--- src/design/lc3b_types.sv ---
package lc3b_types;

    typedef logic [15:0] lc3b_word;   // data and byte address.
    typedef logic [2:0]  lc3b_reg;    // register index.
    typedef logic [2:0]  lc3b_nzp;    // condition code or BR condition field.

    // ISA opcode encodings, IR[15:12].
    typedef enum logic [3:0] {
        op_br   = 4'b0000,
        op_add  = 4'b0001,
        op_ldb  = 4'b0010,
        op_stb  = 4'b0011,
        op_jsr  = 4'b0100,
        op_and  = 4'b0101,
        op_ldr  = 4'b0110,
        op_str  = 4'b0111,
        op_rti  = 4'b1000,
        op_not  = 4'b1001,
        op_ldi  = 4'b1010,
        op_sti  = 4'b1011,
        op_jmp  = 4'b1100,
        op_shf  = 4'b1101,
        op_lea  = 4'b1110,
        op_trap = 4'b1111
    } lc3b_opcode;

    typedef enum logic [1:0] {
        alu_add,
        alu_and,
        alu_not,
        alu_pass
    } lc3b_aluop;

    // control word, follows the instruction from decode to writeback.
    typedef struct packed {
        lc3b_opcode opcode;
        logic       load_pc;          // taken-branch candidate.
        logic       load_regfile;
        logic       load_cc;
        logic       load_mar;         // address in EX/MEM is valid.
        logic       load_mdr;         // store data in EX/MEM is valid.
        logic       storemux_sel;     // port b reads IR[11:9].
        logic       brmux_sel;        // target from the offset adder.
        logic [1:0] alumux_sel;       // 00 reg b, 01 offset6 << 1, 11 imm5.
        logic [1:0] regfilemux_sel;   // 00 alu result, 01 memory data.
        lc3b_aluop  aluop;
        logic       mem_read;
        logic       mem_write;
        logic [1:0] mem_byte_enable;
    } lc3b_control_word;

    localparam lc3b_word pc_reset_value = 16'h0000;
    localparam lc3b_word pc_step = 16'd2;   // byte addressed, two bytes per word.

endpackage : lc3b_types

--- src/design/control_rom.sv ---
`timescale 1ns/1ns

module control_rom
    import lc3b_types::*;
(
    input  lc3b_opcode       opcode,
    input  logic             imm_enable,
    input  logic             is_nop,
    output lc3b_control_word ctrl
);

    always_comb begin
        // defaults, an instruction with no effect.
        ctrl.opcode = opcode;
        ctrl.load_pc = 1'b0;
        ctrl.load_regfile = 1'b0;
        ctrl.load_cc = 1'b0;
        ctrl.load_mar = 1'b0;
        ctrl.load_mdr = 1'b0;
        ctrl.storemux_sel = 1'b0;
        ctrl.brmux_sel = 1'b0;
        ctrl.alumux_sel = 2'b00;
        ctrl.regfilemux_sel = 2'b00;
        ctrl.aluop = alu_add;
        ctrl.mem_read = 1'b0;
        ctrl.mem_write = 1'b0;
        ctrl.mem_byte_enable = 2'b11;   // word accesses only.

        case (opcode)
            op_add: begin
                ctrl.aluop = alu_add;
                ctrl.load_regfile = 1'b1;
                ctrl.load_cc = 1'b1;
                if (imm_enable) begin
                    ctrl.alumux_sel = 2'b11;   // dr <= a + sext(imm5).
                end
            end
            op_and: begin
                ctrl.aluop = alu_and;
                ctrl.load_regfile = 1'b1;
                ctrl.load_cc = 1'b1;
                if (imm_enable) begin
                    ctrl.alumux_sel = 2'b11;   // dr <= a & sext(imm5).
                end
            end
            op_not: begin
                ctrl.aluop = alu_not;
                ctrl.load_regfile = 1'b1;
                ctrl.load_cc = 1'b1;
            end
            op_ldr: begin
                // address is base + (sext(offset6) << 1).
                ctrl.aluop = alu_add;
                ctrl.alumux_sel = 2'b01;
                ctrl.load_mar = 1'b1;
                ctrl.mem_read = 1'b1;
                // loaded word goes to dr and sets cc.
                ctrl.regfilemux_sel = 2'b01;
                ctrl.load_regfile = 1'b1;
                ctrl.load_cc = 1'b1;
            end
            op_str: begin
                ctrl.aluop = alu_add;
                ctrl.alumux_sel = 2'b01;
                ctrl.load_mar = 1'b1;
                ctrl.storemux_sel = 1'b1;   // sr rides on read port b.
                ctrl.load_mdr = 1'b1;
                ctrl.mem_write = 1'b1;
            end
            op_br: begin
                if (!is_nop) begin
                    ctrl.brmux_sel = 1'b1;
                    ctrl.load_pc = 1'b1;
                end
            end
            default: begin
                ctrl = '0;   // unsupported opcode retires with no effect.
            end
        endcase
    end

endmodule : control_rom

--- src/design/decode_stage.sv ---
`timescale 1ns/1ns

module decode_stage
    import lc3b_types::*;
(
    input  logic             clk,
    input  logic             reset,
    input  logic             branch_taken,
    input  lc3b_word         if_instr,
    input  lc3b_word         if_pc,
    input  logic             if_valid,
    input  logic             wb_enable,
    input  lc3b_reg          wb_dest,
    input  lc3b_word         wb_data,
    output lc3b_control_word id_ctrl,
    output logic             id_valid,
    output lc3b_word         id_pc,
    output lc3b_word         id_a,
    output lc3b_word         id_b,
    output lc3b_word         id_sr,
    output lc3b_reg          id_dest,
    output lc3b_word         id_offset,
    output lc3b_nzp          id_nzp
);

    lc3b_opcode       opcode;
    logic             is_nop;
    logic             imm_enable;
    lc3b_control_word ctrl;
    lc3b_reg          sr1;
    lc3b_reg          sr2;
    lc3b_word         rd_a;
    lc3b_word         rd_b;
    lc3b_word         offset;
    lc3b_word         regs [8];

    assign opcode = lc3b_opcode'(if_instr[15:12]);
    assign is_nop = (opcode == op_br) && (if_instr[11:9] == 3'b000);   // br with no cond.
    assign imm_enable = if_instr[5];

    control_rom control_rom_i (
        .opcode     (opcode),
        .imm_enable (imm_enable),
        .is_nop     (is_nop),
        .ctrl       (ctrl)
    );

    assign sr1 = if_instr[8:6];
    assign sr2 = ctrl.storemux_sel ? if_instr[11:9] : if_instr[2:0];

    // write-through, a read sees the value written on this edge.
    assign rd_a = (wb_enable && wb_dest == sr1) ? wb_data : regs[sr1];
    assign rd_b = (wb_enable && wb_dest == sr2) ? wb_data : regs[sr2];

    always_ff @(posedge clk) begin
        if (reset) begin
            for (int i = 0; i < 8; i++) begin
                regs[i] <= '0;
            end
        end else if (wb_enable) begin
            regs[wb_dest] <= wb_data;
        end
    end

    always_comb begin
        case (opcode)
            op_add, op_and: offset = {{11{if_instr[4]}}, if_instr[4:0]};   // imm5.
            op_ldr, op_str: offset = {{10{if_instr[5]}}, if_instr[5:0]};   // offset6.
            op_br:          offset = {{7{if_instr[8]}}, if_instr[8:0]};    // offset9.
            default:        offset = '0;
        endcase
    end

    // ID/EX register, squashed when the branch in execute is taken.
    always_ff @(posedge clk) begin
        if (reset) begin
            id_valid <= 1'b0;
            id_ctrl <= '0;
        end else begin
            id_valid <= if_valid && !branch_taken;
            id_ctrl <= ctrl;
        end
    end

    always_ff @(posedge clk) begin
        id_pc <= if_pc;
        id_a <= rd_a;
        id_b <= rd_b;
        id_sr <= ctrl.storemux_sel ? rd_b : '0;   // store data only for STR.
        id_dest <= if_instr[11:9];
        id_offset <= offset;
        id_nzp <= if_instr[11:9];
    end

endmodule : decode_stage

--- src/design/execute_stage.sv ---
`timescale 1ns/1ns

module execute_stage
    import lc3b_types::*;
(
    input  logic             clk,
    input  logic             reset,
    input  lc3b_control_word id_ctrl,
    input  logic             id_valid,
    input  lc3b_word         id_pc,
    input  lc3b_word         id_a,
    input  lc3b_word         id_b,
    input  lc3b_word         id_sr,
    input  lc3b_reg          id_dest,
    input  lc3b_word         id_offset,
    input  lc3b_nzp          id_nzp,
    input  lc3b_nzp          cc,
    output logic             branch_taken,
    output lc3b_word         branch_target,
    output lc3b_control_word ex_ctrl,
    output logic             ex_valid,
    output lc3b_word         ex_result,
    output lc3b_word         ex_address,
    output lc3b_word         ex_store_data,
    output lc3b_reg          ex_dest
);

    lc3b_word alu_b;
    lc3b_word alu_out;
    lc3b_word offset_x2;    // word offset turned into a byte offset.
    lc3b_word br_sum;

    assign offset_x2 = {id_offset[14:0], 1'b0};

    always_comb begin
        case (id_ctrl.alumux_sel)
            2'b01:   alu_b = offset_x2;
            2'b11:   alu_b = id_offset;
            default: alu_b = id_b;
        endcase
    end

    always_comb begin
        case (id_ctrl.aluop)
            alu_add: alu_out = id_a + alu_b;
            alu_and: alu_out = id_a & alu_b;
            alu_not: alu_out = ~id_a;
            default: alu_out = alu_b;   // pass.
        endcase
    end

    // id_pc already points past the branch.
    assign br_sum = id_pc + offset_x2;
    assign branch_target = id_ctrl.brmux_sel ? br_sum : id_pc;

    // cc is the value left by the last retired producer.
    assign branch_taken = id_valid && id_ctrl.load_pc
                          && (id_ctrl.opcode == op_br) && ((cc & id_nzp) != 3'b000);

    // EX/MEM register.
    always_ff @(posedge clk) begin
        if (reset) begin
            ex_valid <= 1'b0;
            ex_ctrl <= '0;
        end else begin
            ex_valid <= id_valid;
            ex_ctrl <= id_ctrl;
        end
    end

    always_ff @(posedge clk) begin
        ex_result <= alu_out;
        ex_address <= alu_out;   // LDR and STR reuse the adder.
        ex_store_data <= id_sr;
        ex_dest <= id_dest;
    end

endmodule : execute_stage

--- src/design/fetch_stage.sv ---
`timescale 1ns/1ns

module fetch_stage
    import lc3b_types::*;
(
    input  logic     clk,
    input  logic     reset,
    input  logic     branch_taken,
    input  lc3b_word branch_target,
    input  lc3b_word imem_rdata,
    output lc3b_word imem_address,
    output lc3b_word if_instr,
    output lc3b_word if_pc,
    output logic     if_valid
);

    lc3b_word pc;
    lc3b_word pc_next;   // address of the instruction after this one.

    assign imem_address = pc;
    assign pc_next = pc + pc_step;

    always_ff @(posedge clk) begin
        if (reset) begin
            pc <= pc_reset_value;
            if_valid <= 1'b0;
        end else if (branch_taken) begin
            pc <= branch_target;
            if_valid <= 1'b0;   // word fetched now is on the wrong path.
        end else begin
            pc <= pc_next;
            if_valid <= 1'b1;
        end
    end

    // IF/ID payload.
    always_ff @(posedge clk) begin
        if_instr <= imem_rdata;
        if_pc <= pc_next;
    end

endmodule : fetch_stage

--- src/design/lc3b_core.sv ---
`timescale 1ns/1ns

module lc3b_core
    import lc3b_types::*;
(
    input  logic       clk,
    input  logic       reset,
    output lc3b_word   imem_address,
    input  lc3b_word   imem_rdata,
    output lc3b_word   dmem_address,
    output lc3b_word   dmem_wdata,
    input  lc3b_word   dmem_rdata,
    output logic       dmem_read,
    output logic       dmem_write,
    output logic [1:0] dmem_byte_enable
);

    // fetch to decode.
    lc3b_word if_instr;
    lc3b_word if_pc;
    logic     if_valid;

    // decode to execute.
    lc3b_control_word id_ctrl;
    logic             id_valid;
    lc3b_word         id_pc;
    lc3b_word         id_a;
    lc3b_word         id_b;
    lc3b_word         id_sr;
    lc3b_reg          id_dest;
    lc3b_word         id_offset;
    lc3b_nzp          id_nzp;

    // execute to memory/writeback.
    lc3b_control_word ex_ctrl;
    logic             ex_valid;
    lc3b_word         ex_result;
    lc3b_word         ex_address;
    lc3b_word         ex_store_data;
    lc3b_reg          ex_dest;

    // feedback paths.
    logic     branch_taken;
    lc3b_word branch_target;
    logic     wb_enable;
    lc3b_reg  wb_dest;
    lc3b_word wb_data;
    lc3b_nzp  cc;

    fetch_stage fetch_stage_i (
        .clk (clk), .reset (reset),
        .branch_taken (branch_taken), .branch_target (branch_target),
        .imem_rdata (imem_rdata), .imem_address (imem_address),
        .if_instr (if_instr), .if_pc (if_pc), .if_valid (if_valid)
    );

    decode_stage decode_stage_i (
        .clk (clk), .reset (reset), .branch_taken (branch_taken),
        .if_instr (if_instr), .if_pc (if_pc), .if_valid (if_valid),
        .wb_enable (wb_enable), .wb_dest (wb_dest), .wb_data (wb_data),
        .id_ctrl (id_ctrl), .id_valid (id_valid), .id_pc (id_pc),
        .id_a (id_a), .id_b (id_b), .id_sr (id_sr), .id_dest (id_dest),
        .id_offset (id_offset), .id_nzp (id_nzp)
    );

    execute_stage execute_stage_i (
        .clk (clk), .reset (reset),
        .id_ctrl (id_ctrl), .id_valid (id_valid), .id_pc (id_pc),
        .id_a (id_a), .id_b (id_b), .id_sr (id_sr), .id_dest (id_dest),
        .id_offset (id_offset), .id_nzp (id_nzp), .cc (cc),
        .branch_taken (branch_taken), .branch_target (branch_target),
        .ex_ctrl (ex_ctrl), .ex_valid (ex_valid), .ex_result (ex_result),
        .ex_address (ex_address), .ex_store_data (ex_store_data), .ex_dest (ex_dest)
    );

    mem_wb_stage mem_wb_stage_i (
        .clk (clk), .reset (reset),
        .ex_ctrl (ex_ctrl), .ex_valid (ex_valid), .ex_result (ex_result),
        .ex_address (ex_address), .ex_store_data (ex_store_data), .ex_dest (ex_dest),
        .dmem_rdata (dmem_rdata), .dmem_address (dmem_address),
        .dmem_wdata (dmem_wdata), .dmem_read (dmem_read), .dmem_write (dmem_write),
        .dmem_byte_enable (dmem_byte_enable),
        .wb_enable (wb_enable), .wb_dest (wb_dest), .wb_data (wb_data), .cc (cc)
    );

endmodule : lc3b_core

--- src/design/mem_wb_stage.sv ---
`timescale 1ns/1ns

module mem_wb_stage
    import lc3b_types::*;
(
    input  logic             clk,
    input  logic             reset,
    input  lc3b_control_word ex_ctrl,
    input  logic             ex_valid,
    input  lc3b_word         ex_result,
    input  lc3b_word         ex_address,
    input  lc3b_word         ex_store_data,
    input  lc3b_reg          ex_dest,
    input  lc3b_word         dmem_rdata,
    output lc3b_word         dmem_address,
    output lc3b_word         dmem_wdata,
    output logic             dmem_read,
    output logic             dmem_write,
    output logic [1:0]       dmem_byte_enable,
    output logic             wb_enable,
    output lc3b_reg          wb_dest,
    output lc3b_word         wb_data,
    output lc3b_nzp          cc
);

    // memory strobes are single-cycle levels.
    assign dmem_read = ex_valid && ex_ctrl.mem_read;
    assign dmem_write = ex_valid && ex_ctrl.mem_write;
    assign dmem_address = (ex_valid && ex_ctrl.load_mar) ? ex_address : '0;
    assign dmem_wdata = ex_ctrl.load_mdr ? ex_store_data : '0;
    assign dmem_byte_enable = ex_ctrl.mem_byte_enable;

    assign wb_data = (ex_ctrl.regfilemux_sel == 2'b01) ? dmem_rdata : ex_result;
    assign wb_enable = ex_valid && ex_ctrl.load_regfile;
    assign wb_dest = ex_dest;

    always_ff @(posedge clk) begin
        if (reset) begin
            cc <= 3'b010;
        end else if (ex_valid && ex_ctrl.load_cc) begin
            if (wb_data[15])
                cc <= 3'b100;   // negative.
            else if (wb_data == '0)
                cc <= 3'b010;
            else
                cc <= 3'b001;
        end
    end

endmodule : mem_wb_stage

--- config.mk ---
export PLATFORM = sky130hd
export DESIGN_NAME = lc3b_core
export DESIGN_NICKNAME = d
export VERILOG_FILES = /design/src/design/lc3b_types.sv /design/src/design/control_rom.sv /design/src/design/decode_stage.sv /design/src/design/execute_stage.sv /design/src/design/fetch_stage.sv /design/src/design/lc3b_core.sv /design/src/design/mem_wb_stage.sv
export SDC_FILE = /design/constraint.sdc
export NUM_CORES = 1
export LEC_CHECK = 0
export ABC_AREA = 1
export BUFFER_PORTS_ARGS = -buffer_cell sky130_fd_sc_hd__buf_2
export CORE_MARGIN = 2
export CORE_UTILIZATION = 45
export CTS_CLUSTER_DIAMETER = 200
export CTS_CLUSTER_SIZE = 30
export DETAILED_ROUTE_END_ITERATION = 6
export PLACE_DENSITY = 0.6
export REMOVE_ABC_BUFFERS = 1
export SETUP_SLACK_MARGIN = 0.05
export SLEW_MARGIN = 20
export SYNTH_ARGS = -nofsm -noshare
export SYNTH_HDL_FRONTEND = slang
export SYNTH_SLANG_ARGS = --single-unit
--- constraint.sdc ---
create_clock -name clk -period 5 [get_ports clk]
set_input_delay 0.5 -clock clk [delete_from_list [all_inputs] [get_ports clk]]
set_output_delay 0.5 -clock clk [all_outputs]
set_load 0.02 [all_outputs]
==> metrics.csv <==
metric,value,unit
post_cts_buffers,0,
cp-start-kind,flip-flop,
total_power,0.00542,W
min_period_over_period,0.679,
rsz0062_at_grt,no,
max-vdd-ir-drop,268,uV
ys_seq_area_frac,0.503,
track_usage,0.259,
drv_cap,0,
hold_class,in -> reg,
worstHoldStart,imem_rdata[8],
end_kind,flip-flop,
slew_headroom,0.255,
clk_path_buf_depth,3,
cts_resized,0,
syn_avg_cell_area,7.93,sq um
drt_iter0_drc,1434,
vias,12894,
die_y,186,microns
synth_edf_count,128,
start_util,0.459,
nNetsFinal,1983,
crit_start,fetch_stage_i.if_instr[13]$_DFF_P_,
arrival,3.77,ns
whs,0.0784,ns
syn_area,0.0150,sq mm
crit_required,5.38,ns
fin_worst_skew,0.0308,ns
drv_slew,0,
worst_pin_slew,1.12,ns
fin_crit,3.39,ns
path_class,reg -> reg,
grt_overflow,0,
synth.top_cell.area_share,0.257,
wire_per_inst,19.2,microns
regToRegSetupSlack,1.61,ns
drtAntennaViolNets,0,
synthCells,1888,
antenna_found_initial,2,
final.setup.worst_slack,1.61,ns
cp_max_fo,34,
drt_drc_violations_left,0,
nFillCells,3196,
setup_viol,0,
hold_buffers,0,
pre_cts_slack,1.71,ns
ios,86,
final_hold_viol_count,0,
p_leak,7.49,nW
synthFlopType,dfxtp_1,
worstSkewPairLatency,0.52,ns
dieArea,0.0347,sq mm
r2r-start,fetch_stage_i.if_instr[13]$_DFF_P_,
core-area,0.0326,sq mm
async_reset_ff_frac,0,
fmax,295,MHz
portBuffers,85,
fp-row-count,66,
cts-root-buf,clkbuf_16,
final_cell_mix,"nand2_1, inv_1, nand3_1",
gp_congestion,0.890,
grt_pass1_vias,12352,
tns,0,ns
diodes,0,
powerDensity,336,mW/mm^2
cts.sinks,312,
ys_ff_latch,312,
grt_pass1_wl,70800,microns
synth.area.top_cells,"edfxtp_1, dfxtp_1, nand3_1",
cts_buffers,14,
synth_top_area_cell,edfxtp_1,
drive_above_1_share,0.0813,
grt_start_max_net_pins,66,
drt-pass1-iter-count,6,
status,"complete, no violations",
routed_via_density,5.46,
die_w,186,microns
cts_tree,done,
clk_transition_reported_paths,0.11,ns
dp.final_hpwl,32300,microns
synth_cell_types,41,
area_growth,7.79,%
yosysWarnings,0,
fin_util,0.495,
finalWirelength,45400,microns
layout_commonest_cell,nand2_1,
htree_levels,1,
metrics by stage:
step	area, sq um	std cells
after CTS	16100	2361
after global placement	15700	2339
after global routing	16100	2361
final	16100	2361
after detailed placement	15700	2339
after floorplan	14500	1786
critical path, cell delays in order (launching register included):
cell and delay [ns]:
dfxtp_1 0.40, nand2_1 0.08, inv_2 0.13, nand2_4 0.22
nand2_2 0.67, nand2_2 0.65, nand2_1 0.22, nand2_2 0.11
nor2_8 0.28, nand2_4 0.21, nand3_1 0.17, a21oi_1 0.07
cells by family (layout without fill, tap and decap cells):
group / after synthesis / after routing / share of synthesized area
buffers and inverters: 360 / 391 / 0.0939
flip-flops: 312 / 312 / 0.503
multiplexers: 1 / 1 / 0.000669
AO/OA/AOI/OAI: 341 / 341 / 0.119
XOR/XNOR: 19 / 19 / 0.0111
adder cells (fa/ha/maj): 36 / 36 / 0.0311
AND/OR/NAND/NOR: 819 / 819 / 0.241
per-layer routing:
| layer | vias to the layer above | global-route usage | wire (microns) | part of all wire |
|---|---|---|---|---|
| li1 | 6225 | - | - | - |
| met1 | 6027 | 0.366 | 20600 | 0.45 |
| met2 | 540 | 0.406 | 19900 | 0.44 |
| met3 | 100 | 0.0380 | 3260 | 0.072 |
| met4 | 2 | 0.0908 | 1600 | 0.035 |
| met5 | - | 0 | 16 | 0.00035 |
synth_stat cells, types with 3 or more instances:
master,number
clkbuf_1,80
o2111ai_1,7
nor2_1,225
nand3b_1,24
or2_2,5
inv_2,6
nand2_2,6
o21bai_1,3
o21ai_0,130
buf_4,4
nor2_8,3
nand2_1,301
ha_1,34
o21ai_1,7
o22ai_1,17
edfxtp_1,128
buf_6,3
nand4_1,8
xor2_1,13
xnor2_1,6
nand2_4,3
nor3_1,8
nand3_1,232
a31oi_1,3
inv_1,250
a21oi_1,167
buf_2,13
dfxtp_1,184
state kept, by name (all words and copies together) (netlist names), 5 cells and up:
signal and count:
decode_stage_i.id_a 16, decode_stage_i.id_b 16, decode_stage_i.id_ctrl 14, decode_stage_i.id_offset 9, decode_stage_i.id_pc 16, decode_stage_i.id_sr 16
decode_stage_i.regs 128, execute_stage_i.ex_ctrl 5, execute_stage_i.ex_result 16, execute_stage_i.ex_store_data 16, fetch_stage_i.if_instr 16, fetch_stage_i.if_pc 16
fetch_stage_i.imem_address 16
layout make-up:
class                      count  area (sq um)  share of cell area
sequential                   312          7530               0.467
tap                          442           553              0.0343
multi-input combinational   1216          6050               0.375
clock buffer                  21           398              0.0247
clock inverter                 1          20.0             0.00124
timing repair buffer         111           621              0.0385
inverter                     258           968              0.0600
worst paths after layout:
path                                   endpoint  cells past startpoint
max          decode_stage_i.id_sr[2]$_SDFF_PN0_                     11
max reg2reg  decode_stage_i.id_sr[2]$_SDFF_PN0_                     11
min           fetch_stage_i.if_instr[8]$_DFF_P_                      1
min reg2reg     decode_stage_i.id_pc[6]$_DFF_P_                      0
power by group:
part / leakage [nW] / switching [W] / internal (W)
logic: 4.45 / 0.000810 / 0.000340
registers: 2.84 / 0.0000890 / 0.00280
clock network: 0.202 / 0.000813 / 0.000573
total: 7.49 / 0.00171 / 0.00371
No activity file was read; power rests on OpenSTA's default activity.
